`src/hw/lane_defines.svh`:
```
// Lane sizing macros: element width, register count, elements per lane, immediate width

`ifndef LANE_DEFINES_SVH
`define LANE_DEFINES_SVH

// Width of one vector element in bits
`define LANE_DATA_WIDTH 32

// Architectural vector registers
`define LANE_REG_NUM 32

// Elements of each register held in this lane
`define LANE_ELEMS 4

// Immediate field and register specifier width
`define LANE_IMM_WIDTH 5

`endif

```
`src/hw/lane_pkg.sv`:
```
// Lane package: instruction encodings, instruction struct, stage payload types

`include "lane_defines.svh"

package lane_pkg;

  // Operand form, RVV funct3 encoding
  typedef enum logic [2:0] {
    OPIVV = 3'b000,
    OPIVI = 3'b011,
    OPIVX = 3'b100
  } funct3_t;

  // Integer operations, RVV funct6 encoding
  typedef enum logic [5:0] {
    VADD  = 6'b000000,
    VSUB  = 6'b000010,
    VRSUB = 6'b000011,
    VMINU = 6'b000100,
    VMAXU = 6'b000110,
    VAND  = 6'b001001,
    VOR   = 6'b001010,
    VXOR  = 6'b001011,
    VMV   = 6'b010111
  } funct6_t;

  typedef logic [`LANE_DATA_WIDTH-1:0]       data_t;
  typedef logic [$clog2(`LANE_ELEMS)-1:0]    elem_idx_t;
  typedef logic [$clog2(`LANE_REG_NUM)-1:0]  reg_addr_t;

  // 25-bit arithmetic instruction
  typedef struct packed {
    funct6_t                     funct6;
    logic                        vm;
    reg_addr_t                   vs2;
    logic [`LANE_IMM_WIDTH-1:0]  vs1_imm;
    funct3_t                     funct3;
    reg_addr_t                   vd;
  } instr_t;

  // Read to execute
  typedef struct packed {
    funct6_t    funct6;
    reg_addr_t  vd;
    elem_idx_t  elem;
    logic       en;
    logic       last;
    data_t      a;
    data_t      b;
  } ex_payload_t;

  // Execute to writeback
  typedef struct packed {
    reg_addr_t  vd;
    elem_idx_t  elem;
    logic       en;
    logic       last;
    data_t      result;
  } wb_payload_t;

endpackage

```
`src/hw/lane_stage_if.sv`:
```
// Stage-link interface with payload type parameter and register-file write interface

`timescale 1ns/1ps

// One element per valid cycle, no back-pressure
interface lane_stage_if #(
  parameter type payload_t = logic
);
  logic      valid;
  payload_t  payload;

  modport src (output valid, output payload);
  modport dst (input valid, input payload);
endinterface


```
`src/hw/lane_issue.sv`:
```
// Read stage: instruction accept, element counter, register reads, operand select

`timescale 1ns/1ps
`include "lane_defines.svh"

module lane_issue (
  input  logic                     clk_i,
  input  logic                     resetn_i,
  input  logic                     instr_valid_i,
  input  lane_pkg::instr_t         instr_i,
  input  lane_pkg::data_t          rs1_i,
  input  logic [`LANE_ELEMS-1:0]   mask_bits_i,
  input  logic                     done_i,
  output logic                     ready_o,
  output lane_pkg::reg_addr_t      rd_addr_a_o,
  output lane_pkg::reg_addr_t      rd_addr_b_o,
  output lane_pkg::elem_idx_t      rd_elem_o,
  input  lane_pkg::data_t          rd_data_a_i,
  input  lane_pkg::data_t          rd_data_b_i,
  lane_stage_if.src                ex_o
);
  import lane_pkg::*;

  instr_t                  instr_q;
  data_t                   rs1_q;
  logic [`LANE_ELEMS-1:0]  mask_q;
  logic                    busy_q;
  logic                    rd_active_q;
  elem_idx_t               elem_cnt_q;
  logic                    accept;
  logic                    last_elem;
  ex_payload_t             ex_d;

  assign ready_o   = ~busy_q;
  assign accept    = instr_valid_i & ready_o;
  assign last_elem = (elem_cnt_q == elem_idx_t'(`LANE_ELEMS - 1));

  ////////////////////////////////////////
  // Instruction hold
  ////////////////////////////////////////

  always_ff @(posedge clk_i) begin
    if (accept) begin
      instr_q <= instr_i;
      rs1_q   <= rs1_i;
      mask_q  <= mask_bits_i;
    end
  end

  // Busy until writeback reports the last element
  always_ff @(posedge clk_i or negedge resetn_i) begin
    if (!resetn_i) begin
      busy_q      <= 1'b0;
      rd_active_q <= 1'b0;
      elem_cnt_q  <= '0;
    end else begin
      if (accept) begin
        busy_q <= 1'b1;
      end else if (done_i) begin
        busy_q <= 1'b0;
      end
      if (accept) begin
        rd_active_q <= 1'b1;
        elem_cnt_q  <= '0;
      end else if (rd_active_q) begin
        rd_active_q <= ~last_elem;
        elem_cnt_q  <= last_elem ? '0 : elem_cnt_q + 1'b1;
      end
    end
  end

  ////////////////////////////////////////
  // Register reads and operand select
  ////////////////////////////////////////

  assign rd_addr_a_o = instr_q.vs1_imm;
  assign rd_addr_b_o = instr_q.vs2;
  assign rd_elem_o   = elem_cnt_q;

  always_comb begin
    ex_d.funct6 = instr_q.funct6;
    ex_d.vd     = instr_q.vd;
    ex_d.elem   = elem_cnt_q;
    // vm set means unmasked
    ex_d.en     = instr_q.vm | mask_q[elem_cnt_q];
    ex_d.last   = last_elem;
    ex_d.b      = rd_data_b_i;
    case (instr_q.funct3)
      OPIVX:   ex_d.a = rs1_q;
      OPIVI:   ex_d.a = {{(`LANE_DATA_WIDTH - `LANE_IMM_WIDTH){1'b0}}, instr_q.vs1_imm};
      default: ex_d.a = rd_data_a_i;
    endcase
  end

  // Into execute at the end of the read cycle
  always_ff @(posedge clk_i or negedge resetn_i) begin
    if (!resetn_i) begin
      ex_o.valid <= 1'b0;
    end else begin
      ex_o.valid <= rd_active_q;
    end
  end

  always_ff @(posedge clk_i) begin
    ex_o.payload <= ex_d;
  end

endmodule

```
`src/flat_wrapper.sv`:
```
// flat-port wrapper written by rule: the top's interface ports become plain ports
module lane_issue_flat import lane_pkg::*;
  (clk_i, resetn_i, instr_valid_i, instr_i, rs1_i, mask_bits_i, done_i, ready_o, rd_addr_a_o, rd_addr_b_o, rd_elem_o, rd_data_a_i, rd_data_b_i, ex_o_valid, ex_o_payload);
  lane_stage_if ex_o_i ();
  input  logic clk_i;
  input  logic resetn_i;
  input  logic instr_valid_i;
  input  lane_pkg::instr_t instr_i;
  input  lane_pkg::data_t rs1_i;
  input  logic [`LANE_ELEMS-1:0] mask_bits_i;
  input  logic done_i;
  output logic ready_o;
  output lane_pkg::reg_addr_t rd_addr_a_o;
  output lane_pkg::reg_addr_t rd_addr_b_o;
  output lane_pkg::elem_idx_t rd_elem_o;
  input  lane_pkg::data_t rd_data_a_i;
  input  lane_pkg::data_t rd_data_b_i;
  output wire logic [$bits(ex_o_i.valid)-1:0] ex_o_valid;
  output wire logic [$bits(ex_o_i.payload)-1:0] ex_o_payload;
  assign ex_o_valid = ex_o_i.valid;
  assign ex_o_payload = ex_o_i.payload;
  lane_issue u_core (.clk_i(clk_i), .resetn_i(resetn_i), .instr_valid_i(instr_valid_i), .instr_i(instr_i), .rs1_i(rs1_i), .mask_bits_i(mask_bits_i), .done_i(done_i), .ready_o(ready_o), .rd_addr_a_o(rd_addr_a_o), .rd_addr_b_o(rd_addr_b_o), .rd_elem_o(rd_elem_o), .rd_data_a_i(rd_data_a_i), .rd_data_b_i(rd_data_b_i), .ex_o(ex_o_i));
endmodule
```
`config.mk`:
```
export PLATFORM = sky130hd
export DESIGN_NAME = lane_issue_flat
export DESIGN_NICKNAME = d
export VERILOG_FILES = /design/src/hw/lane_pkg.sv /design/src/hw/lane_stage_if.sv /design/src/hw/lane_issue.sv /design/src/flat_wrapper.sv
export VERILOG_INCLUDE_DIRS = /design/src /design/src/hw
export SDC_FILE = /design/constraint.sdc
export NUM_CORES = 1
export LEC_CHECK = 0
export BUFFER_PORTS_ARGS = -buffer_cell sky130_fd_sc_hd__buf_2
export CAP_MARGIN = 20
export CORE_AREA = 2 2 56 58
export CTS_BUF_LIST = sky130_fd_sc_hd__clkbuf_4
export CTS_CLUSTER_DIAMETER = 200
export DETAILED_ROUTE_END_ITERATION = 16
export DIE_AREA = 0 0 58 60
export GPL_TIMING_DRIVEN = 0
export PLACE_DENSITY = 0.81
export REMOVE_ABC_BUFFERS = 1
export SLEW_MARGIN = 10
export SYNTH_ARGS = -nofsm -noshare
export SYNTH_HDL_FRONTEND = slang
export SYNTH_SLANG_ARGS = --single-unit
```
`constraint.sdc`:
```
create_clock -name clk_i -period 1.4 [get_ports clk_i]
set_input_delay 0.28 -clock clk_i [delete_from_list [all_inputs] [get_ports clk_i]]
set_output_delay 0.28 -clock clk_i [all_outputs]
set_load 0.1 [all_outputs]
```
Word-level counts from Yosys, hierarchy flattened
Cells that the tools add are included.
{"block": "word_totals", "output_inout_bits": 15, "word_cells": 21, "inputBits": 129, "register_bits": 16}
{"block": "classes", "muxes": 7, "reduce_logical": 2, "eq_ne": 1, "n_addsub": 1, "n_bitwise": 3}
{"cell": "$mux 2", "n": 3}
{"cell": "$mux 1", "n": 4}
{"cell": "$reduce_bool 2->1", "n": 2}
{"cell": "$add 2x1->2 const B", "n": 1}
{"cell": "$eq 2x2->1 const B", "n": 1}
{"cell": "$not 1->1", "n": 2}
{"cell": "$and 1x1->1", "n": 1}

Depth between registers and ports, before layout
Gate-level depths: netlist (run 1).
{"block": "logic_depth", "ltp_word": 4, "mapped_depth": 3, "mapped_depth_nobuf": 3}

Worst setup path after synthesis (run 1)
OpenSTA, ideal clock, no wires.
{"block": "synth_path", "path_kind": "reg-to-reg", "startpoint": "register u_core.elem_cnt_q[0] (netlist: u_core.rd_elem_o[0])", "endpoint": "register u_core.elem_cnt_q[0] (netlist: u_core.rd_elem_o[0])", "t_arrival_ns": 1.628, "setup_ns": 0.076, "path_stages_with_launch": 4, "setup_slack_ns": -0.304, "t_required_ns": 1.324, "path_buffers": 0, "synth_period_minus_slack_ns": 1.704, "cell_sequence": "dfrtp_1 ha_1 or3b_1 a21oi_2"}
{"block": "synth_via", "elab_chain_cells": 4, "word_cells_on_any_way": 5, "cone_classes": "1 x add/sub; 1 x eq/ne; 3 x mux"}
{"item": "start, declared", "line_no": "lane_issue.sv:29", "text": "elem_idx_t elem_cnt_q;"}
{"item": "start signal, assigned", "line_no": "lane_issue.sv:67", "text": "elem_cnt_q <= last_elem ? '0 : elem_cnt_q + 1'b1;"}
{"item": "$add 2x1->2 / $eq 2x2->1 (equally long branches)", "line_no": "lane_issue.sv:67, lane_issue.sv:36"}
{"item": "$mux 2 (*)", "line_no": "lane_issue.sv:67"}
{"item": "$mux 2 (*)", "line_no": "lane_issue.sv:65", "text": "end else if (rd_active_q) begin"}
{"item": "$mux 2 (*)", "line_no": "lane_issue.sv:62", "text": "if (accept) begin"}
Every way passes the cells marked *; elsewhere a longest branch is shown, timed or not. The select of a mux whose other input is x is not followed.
A chain may end at the register's enable or synchronous reset.

Final worst setup path (run 1)
{"block": "layout_path", "startpoint": "register u_core.instr_q, in the netlist u_core.rd_addr_b_o[2]", "endpoint": "output rd_addr_b_o[2]"}
{"item": "start, declared", "line_no": "lane_issue.sv:24", "text": "instr_t instr_q;"}
{"item": "start signal, assigned", "line_no": "lane_issue.sv:44", "text": "instr_q <= instr_i;"}
{"item": "end, declared", "line_no": "flat_wrapper.sv:14", "text": "output lane_pkg::reg_addr_t rd_addr_b_o;"}
No word-level cell between the ends.

==> flow_metrics.tcl, run 1 <==
set metrics [dict create \
    synth_cells 28 \
    yosys.area_share.adder 0.0239 \
    finalSetupViolations 0 \
    clk_pin_slew_ns 0.09 \
    maxSlewHeadroom 0.674 \
    tightest_slew_ns 0.489 \
    grt_start_max_net_pins 13 \
    cap_viol_max_count 0 \
    yosysTopAreaCell "edfxtp_1" \
    synth_top_family_by_area "simple AND/OR/NAND/NOR gates" \
    cp_max_fo 1 \
    grt_pass1_wl_um 1550 \
    placement_rows 20 \
    syn_to_final_growth_pct 44.0 \
    critPathKind "register to output port" \
    leakagePower_nw 0.348 \
    drt_pass1_iterations 2 \
    min_period_ns 1.32 \
    synth_edf_count 10 \
    core_um2 2900 \
    post-route-period-util 0.940 \
    status "completed" \
    port_buffers 29 \
    regArea_um2 445 \
    htreeDepth 1 \
    antenna_found_initial 0 \
    drc 0 \
    synth_top_cell_area_share 0.574 \
    antenna_cells 0 \
    rsz0062_at_grt "no" \
    worst_hold_path_type "input port to register" \
    layout.nets 193 \
    cp-start-kind "register" \
    drive_above_1_share 0.532 \
    clock_skew_ns 0.00290 \
    clock_sinks 16 \
    critPathMaxStageDelay_ns 0.42 \
    grt_pass1_vias 370 \
    synth_ff_type "edfxtp_1" \
    dr_total_vias 357 \
    drtAntennaViolNets 0 \
    final_cells 95 \
    synth-seq-cells 16 \
    stdcell_area_um2 753 \
    fmax_mhz 760 \
    async_reset_ff_frac 0.313 \
    initial_core_util 0.180 \
    crit_family "buffers and inverters" \
    cpMaxStageDelayCell "buf_2" \
    post-route-util 0.259 \
    reg2reg_depth 2 \
    synth_area_leaders "edfxtp_1 (57%), dfrtp_1 (24%), dfxtp_1 (3.8%), ha_1 (2.4%), nand2b_1 (2.4%)" \
    cts-root-buf "clkbuf_4" \
    io-pin-count 144 \
    required_ns 1.12 \
    synth_most_common_cell "edfxtp_1" \
    end_kind "output port" \
    arrival_ns 1.04 \
    hold_violations 0 \
    clkLatencyLatePin_ns 0.28 \
    synth_compound_area_frac 0.0359 \
    path_buf_inv 1 \
    multi_input_area_um2 66.3 \
    die_w_um 58 \
    gp_congestion 0.579 \
    path_depth 1 \
    yosys.area_share.simple 0.0478 \
    viasPerCell 3.76 \
    ys_warn_count 0 \
    grtUsageTotal 0.0640 \
    synthMuxAreaShare 0.0191 \
    dpl_cell_area_um2 709 \
    dp_hpwl_um 814 \
    dp.cells 90 \
    die_area_um2 3480 \
    synth_cell_types 11 \
    synthTopCellsByCount "edfxtp_1 (10), dfrtp_1 (5), inv_1 (3)" \
    peakVddDrop_mv 1.04 \
    finalMaxSlewViolations 0 \
    gr-total-overflow 0 \
    holdPathStages 1 \
    synthXorXnorAreaFrac 0 \
    drtIter0Drc 2 \
    die_h_um 60 \
    postCtsSetupRepairBufs 0 \
    crit_chain "buf_2" \
    power.density_nw_per_um2 2130 \
    ys_seq_area_frac 0.852 \
    numCtsBuffers 3 \
    postSynthAreaPerCell_um2 18.7 \
    clk_path_buf_depth 2 \
    wire_per_inst_um 10.9 \
    cts_tree "yes" \
    totalWireLength_um 1030 \
    syn_area_um2 523 \
    fillers 300 \
]
[kinds of logic after synthesis]
kind of cell	Yosys count
flops	16
simple gates	4
compound gates	3
buf+inv	3
mux	1
fa+ha+maj	1
[registers in the layout (all words and copies together) (netlist names)]
| signal | flops |
|---|---|
| u_core.rd_addr_b_o | 5 |
| u_core.rd_active_q | 1 |
| u_core.ex_o.valid | 1 |
| u_core.busy_q | 1 |
| u_core.rd_elem_o | 2 |
| u_core.rd_addr_a_o | 5 |
| u_core.ex_o.payload | 1 |
[stage by stage]
step,setup slack [ns],total power [mW],setup TNS (ns),hold slack [ns]
6_report,0.0837,1.60,0,0.0936
5_1_grt,0.0233,1.69,0,0.0767
4_1_cts,0.00217,1.62,0,0.0820
3_5_place_dp,0.113,1.36,0,0.104
3_3_place_gp,0.141,1.34,0,0.0930
2_1_floorplan,-0.304,1.24,-0.507,-0.0156
[area by class of cell]
type,count,share of cell area
well taps,33,0.0548
clock buffers,3,0.0299
inverters,3,0.0150
flip-flops and latches,16,0.591
multi-input cells,9,0.0880
clock inverters,1,0.00498
repair buffers,30,0.216
[where the power goes]
part           leakage (nW)  switching [mW]  internal (mW)  total, mW
Sequential            0.160          0.0539          0.589      0.643
Combinational         0.173           0.577          0.142      0.719
Clock                0.0154           0.137          0.103      0.241
[per-layer routing]
| layer | track usage | part of all wire |
|---|---|---|
| met1 | 0.0591 | 0.34 |
| met2 | 0.112 | 0.53 |
| met3 | 0.0455 | 0.13 |
| met4 | 0.0199 | 0 |
| met5 | 0 | 0 |
[what timing repair did]
action,4_1_cts,5_1_grt
hold buffers,1,0
resized for setup,2,1
endpoints found under the hold margin,5,0
endpoints found under the setup margin,2,1
[layout by cell type (no fill, tap or decap), drive strengths merged, types with 2 or more instances in the layout]
| master | netlist | layout |
|---|---|---|
| buf | 0 | 28 |
| edfxtp | 10 | 10 |
| dfrtp | 5 | 5 |
| clkbuf | 0 | 4 |
| inv | 3 | 3 |
| nand2b | 2 | 2 |
| o21ai | 2 | 2 |
[worst paths after layout]
kind | from | endpoint | slack [ns]
max reg2reg | u_core.busy_q | u_core.rd_addr_b_o[2] | 0.12
max in group asynchronous | resetn_i | u_core.busy_q | 0.94
min reg2reg | u_core.rd_active_q | u_core.ex_o.valid | 0.48
min in group asynchronous | resetn_i | u_core.rd_elem_o[0] | 0.33
min | rd_data_b_i[0] | u_core.ex_o.payload | 0.09
max | u_core.rd_addr_b_o[2] | rd_addr_b_o[2] | 0.08
No activity file was read; power rests on OpenSTA's default activity.
==> run 2: changes to the inputs <==
- CORE_AREA: 2 2 56 58 -> not set
- CORE_UTILIZATION: not set -> 18
- DIE_AREA: 0 0 58 60 -> not set
- PLACE_DENSITY: 0.81 -> 0.83
- clock period: 1.4 -> 1.2 ns (I/O delays scaled with it)
==> run 2 against run 1 <==
Core utilization increased by 4.2 points; final area is 10% higher; combinational power up 37%; cell count shrank 1.1%; sequential power rose by 19%; worst hold slack got worse by 0.036 ns; clock skew decreased by 0.0013 ns; via count unchanged; critical path depth up 2; setup slack worse by 0.074 ns.
==> flow_metrics.tcl, run 2 (synthesis gave the netlist of run 1 again) <==
set metrics [dict create \
    clk_path_buf_depth 2 \
    grt.busiest_layer "met2" \
    peakVddDrop_mv 1.18 \
    met3_usage 0.0488 \
    cts_tree "yes" \
    p_comb_frac 0.485 \
    maxSlewHeadroom 0.815 \
    clock_skew_ns 0.00161 \
    end_kind "register" \
    r2r-end "u_core.rd_elem_o[0]" \
    rsz0062_at_grt "yes" \
    placement_rows 19 \
    hold_violations 0 \
    numCtsBuffers 3 \
    min_period_ns 1.19 \
    reg2reg_depth 3 \
    setup_ws_ns 0.00995 \
    dp_hpwl_um 773 \
    cap_viol_max_count 0 \
    dp.cells 88 \
    holdPathStages 1 \
    drtAntennaViolNets 0 \
    core_um2 2760 \
    final_common_cell "buf_2" \
    grt_use_met2 0.122 \
    intPower_mw 1.09 \
    switchingPower_uw 931 \
    fmax_mhz 840 \
    leakagePower_nw 0.368 \
    gr-total-overflow 0 \
    arrival_ns 1.40 \
    worst_hold_path_type "input port to register" \
    clkLatencyLatePin_ns 0.28 \
    required_ns 1.41 \
    die_w_um 55.9 \
    drc 0 \
    layout.nets 194 \
    critPathKind "register to register" \
    die_area_um2 3130 \
    timing.rr.start "u_core.rd_elem_o[0]" \
    wire_per_inst_um 10.7 \
    grt_pass1_vias 386 \
    cp_max_fo 3 \
    grtUsageTotal 0.0687 \
    p_sw_frac 0.460 \
    tightest_slew_ns 0.280 \
    dpl_cell_area_um2 707 \
    viasPerCell 3.80 \
    gr-usage-met1 0.0657 \
    final_cells 94 \
    drive_above_1_share 0.619 \
    antenna_found_initial 0 \
    stdcell_area_um2 832 \
    place_ws_ns -0.0565 \
    power.density_nw_per_um2 2430 \
    seqPwrFrac 0.377 \
    gp_congestion 0.572 \
    port_buffers 29 \
    antenna_cells 0 \
    finalMaxSlewViolations 0 \
    drtIter0Drc 2 \
    grt_start_max_net_pins 13 \
    grt_pass1_wl_um 1610 \
    p_clk_frac 0.137 \
    layout_common_cells "buf_2 (14), buf_4 (12), edfxtp_1 (10)" \
    power_mw 2.02 \
    htreeDepth 1 \
    crit_path_start "u_core.rd_elem_o[0]" \
    die_h_um 55.9 \
    cts-root-buf "clkbuf_4" \
    post-route-period-util 0.992 \
    finalSetupViolations 0 \
    syn_to_final_growth_pct 59.1 \
    drt_pass1_iterations 2 \
    io-pin-count 144 \
    totalWireLength_um 1010 \
    dr_total_vias 357 \
    clock_sinks 16 \
    endpoint "u_core.rd_elem_o[0]" \
    initial_core_util 0.190 \
    status "completed" \
    cp-start-kind "register" \
    clk_pin_slew_ns 0.09 \
    r2r_slack_ns 0.01 \
]
## run 2: worst min path at each step
stage,startpoint,end,slack [ns]
finish,rd_data_b_i[0],u_core.ex_o.payload,0.06
floorplan,resetn_i,u_core.busy_q,-0.06
CTS,rd_data_b_i[0],u_core.ex_o.payload,0.04
global placement,resetn_i,u_core.busy_q,0.06
detailed placement,resetn_i,u_core.rd_elem_o[1],0.06
global route,rd_data_b_i[0],u_core.ex_o.payload,0.04
## run 2: critical path: stages (launching register included)
cell,delay (ns)
dfrtp_1,0.43
ha_2,0.20
or3b_4,0.38
a21oi_2,0.12
## run 2: timing repair
item	in CTS	in global routing
setup buffers	1	0
cloned	0	0
pin swaps	3	0
resized for setup	22	5
endpoints found under the setup margin	26	5
endpoints found under the hold margin	5	0
hold buffers	1	0
## run 2: power by group through the flow
stage | sequential, mW | combinational [mW] | clock (mW)
2_1_floorplan | 1.27 | 0.171 | 0
3_3_place_gp | 0.756 | 0.806 | 0
3_5_place_dp | 0.763 | 0.825 | 0
4_1_cts | 0.763 | 0.963 | 0.299
5_1_grt | 0.777 | 1.04 | 0.324
6_report | 0.764 | 0.983 | 0.278
## run 2: routing by layer
| metal | wire length, um | up-vias |
|---|---|---|
| met3 | 93 | 0 |
| met1 | 360 | 170 |
| li1 | - | 169 |
| met4 | 0 | 0 |
| met2 | 556 | 18 |
| met5 | 0 | - |
## run 2: layout make-up
type	instances	area, um2
clock buffers	3	22.5
multi-input cells	9	78.8
repair buffers	31	228
fillers	293	1930
clock inverters	1	3.75
flip-flops and latches	16	445
well taps	31	38.8
inverters	3	15.0
## run 2: through the flow
step | TNS, ns | utilization | hold slack, ns
6_report | 0 | 0.302 | 0.0572
5_1_grt | -0.0801 | 0.302 | 0.0361
4_1_cts | -0.0315 | 0.294 | 0.0406
3_5_place_dp | -0.591 | 0.256 | 0.0624
3_3_place_gp | -0.130 | 0.256 | 0.0560
2_1_floorplan | -1.16 | - | -0.0556
==> run 3: changes to the inputs <==
- CELL_PAD_IN_SITES_DETAIL_PLACEMENT: not set -> 1
- CELL_PAD_IN_SITES_GLOBAL_PLACEMENT: not set -> 1
- CORE_UTILIZATION: 18 -> 10
- PLACE_DENSITY: 0.83 -> 0.84
==> run 3 against run 2 <==
Core utilization shrank 11 points; total power rose by 3.5%; setup slack got worse by 0.0016 ns; clock skew is 0.014 ns higher; non-clock buffer count up 2; clock power increased by 3%; via count grew 5.0%; sequential share of layout area down 4.7 points; flip-flop and latch count did not move; register-to-register slack hardly changed; final area grew 9.6%; combinational power rose by 5%; highest routed layer unchanged.
==> flow_metrics.tcl, run 3 (synthesis gave the netlist of run 1 again) <==
set metrics [dict create \
    status "completed" \
    rsz0062_at_grt "yes" \
    dr_total_vias 375 \
    clk_pin_slew_ns 0.10 \
    layout_common_cells "buf_2 (14), buf_4 (12), edfxtp_1 (10)" \
    end_kind "register" \
    die_h_um 74.3 \
    fmax_mhz 839 \
    finalMaxSlewViolations 0 \
    syn_to_final_growth_pct 74.4 \
    leakagePower_nw 0.384 \
    cts_tree "yes" \
    setup-tns-final_ns 0 \
    cts-root-buf "clkbuf_4" \
    antenna_cells 0 \
    reg2reg_depth 3 \
    holdPathStages 1 \
    initial_core_util 0.107 \
    power.density_nw_per_um2 2300 \
    cap_viol_max_count 0 \
    clkLatencyLatePin_ns 0.29 \
    whs_ns 0.0446 \
    clk_path_buf_depth 2 \
    post-route-period-util 0.993 \
    port_buffers 29 \
    grt_start_max_net_pins 13 \
    grt_pass1_vias 383 \
    drc 0 \
    cp_max_fo 3 \
    required_ns 1.43 \
    drtIter0Drc 1 \
    htreeDepth 1 \
    totalWireLength_um 1190 \
    drt_pass1_iterations 4 \
    min_period_ns 1.19 \
    layout.nets 196 \
    grtUsageTotal 0.0456 \
    drtAntennaViolNets 0 \
    gr-total-overflow 0 \
    finalSetupViolations 0 \
    final_common_cell "buf_2" \
    gp_congestion 0.585 \
    die_area_um2 5520 \
    tightest_slew_ns 0.280 \
    arrival_ns 1.42 \
    viasPerCell 2.84 \
    worst_hold_path_type "input port to register" \
    io-pin-count 144 \
    core_um2 4880 \
    placement_rows 25 \
    peakVddDrop_mv 1.14 \
    antenna_found_initial 0 \
    maxSlewHeadroom 0.815 \
    cp-start-kind "register" \
    final_cells 132 \
    wire_per_inst_um 8.99 \
    clock_skew_ns 0.0152 \
    grt_pass1_wl_um 1770 \
    critPathKind "register to register" \
    die_w_um 74.3 \
    clock_sinks 16 \
    numCtsBuffers 3 \
    hold_violations 0 \
    dp_hpwl_um 890 \
    dp.cells 124 \
    drive_above_1_share 0.600 \
]
[run 3: changes by cell type in the layout (fill, tap and decap cells not counted)]
cell	before	now
buf_12	1	4
nand2b_1	1	2
nand2b_4	1	0
or3b_1	0	1
buf_8	1	0
or3b_4	1	0
[run 3: cell type report]
type	count	area, um2
clock inverter	1	3.75
clock buffer	3	22.5
sequential	16	445
multi-input combinational	9	68.8
fill	577	3970
tap	67	83.8
timing repair buffer	33	273
inverter	3	15.0
[run 3: layer usage]
layer / track usage / wire length, um
met1: 0.0412 / 444
met2: 0.0838 / 558
met5: 0 / 0
met3: 0.0379 / 183
met4: 0 / 0
[run 3: what timing repair did]
item,4_1_cts,5_1_grt
pin swaps,3,0
endpoints found under the hold margin,5,0
endpoints found under the setup margin,26,17
hold buffers,1,0
buffers inserted,2,1
resized for setup,28,1
[run 3: worst max-delay path, stage by stage, from the launching register on]
cell and delay [ns]:
dfrtp_1 0.45, ha_2 0.21, or3b_1 0.36, a21oi_2 0.12
[run 3: worst paths after layout]
kind	startpoint	end	slack [ns]
worst min-delay path	rd_data_b_i[0]	u_core.ex_o.payload	0.04
worst max register to register	u_core.rd_elem_o[1]	u_core.rd_elem_o[0]	0.008
worst min register to register	u_core.rd_active_q	u_core.ex_o.valid	0.50
min in group asynchronous	resetn_i	u_core.ex_o.valid	0.28
max in group asynchronous	resetn_i	u_core.rd_active_q	0.80
worst max-delay path	u_core.rd_elem_o[1]	u_core.rd_elem_o[0]	0.008
[run 3: through the flow]
| stage | area [um2] | setup WS, ns | util | total power, mW |
|---|---|---|---|---|
| finish | 912 | 0.00834 | 0.187 | 2.10 |
| global route | 912 | -0.0598 | 0.187 | 2.21 |
| CTS | 888 | -0.00366 | 0.182 | 2.10 |
| detailed placement | 752 | -0.0622 | 0.154 | 1.58 |
| global placement | 752 | -0.0449 | 0.154 | 1.57 |
| floorplan | 523 | -0.504 | - | 1.44 |
[run 3: power breakdown]
| part | switching (mW) | internal, mW |
|---|---|---|
| combinational | 0.696 | 0.337 |
| clock | 0.165 | 0.121 |
| sequential | 0.0901 | 0.687 |
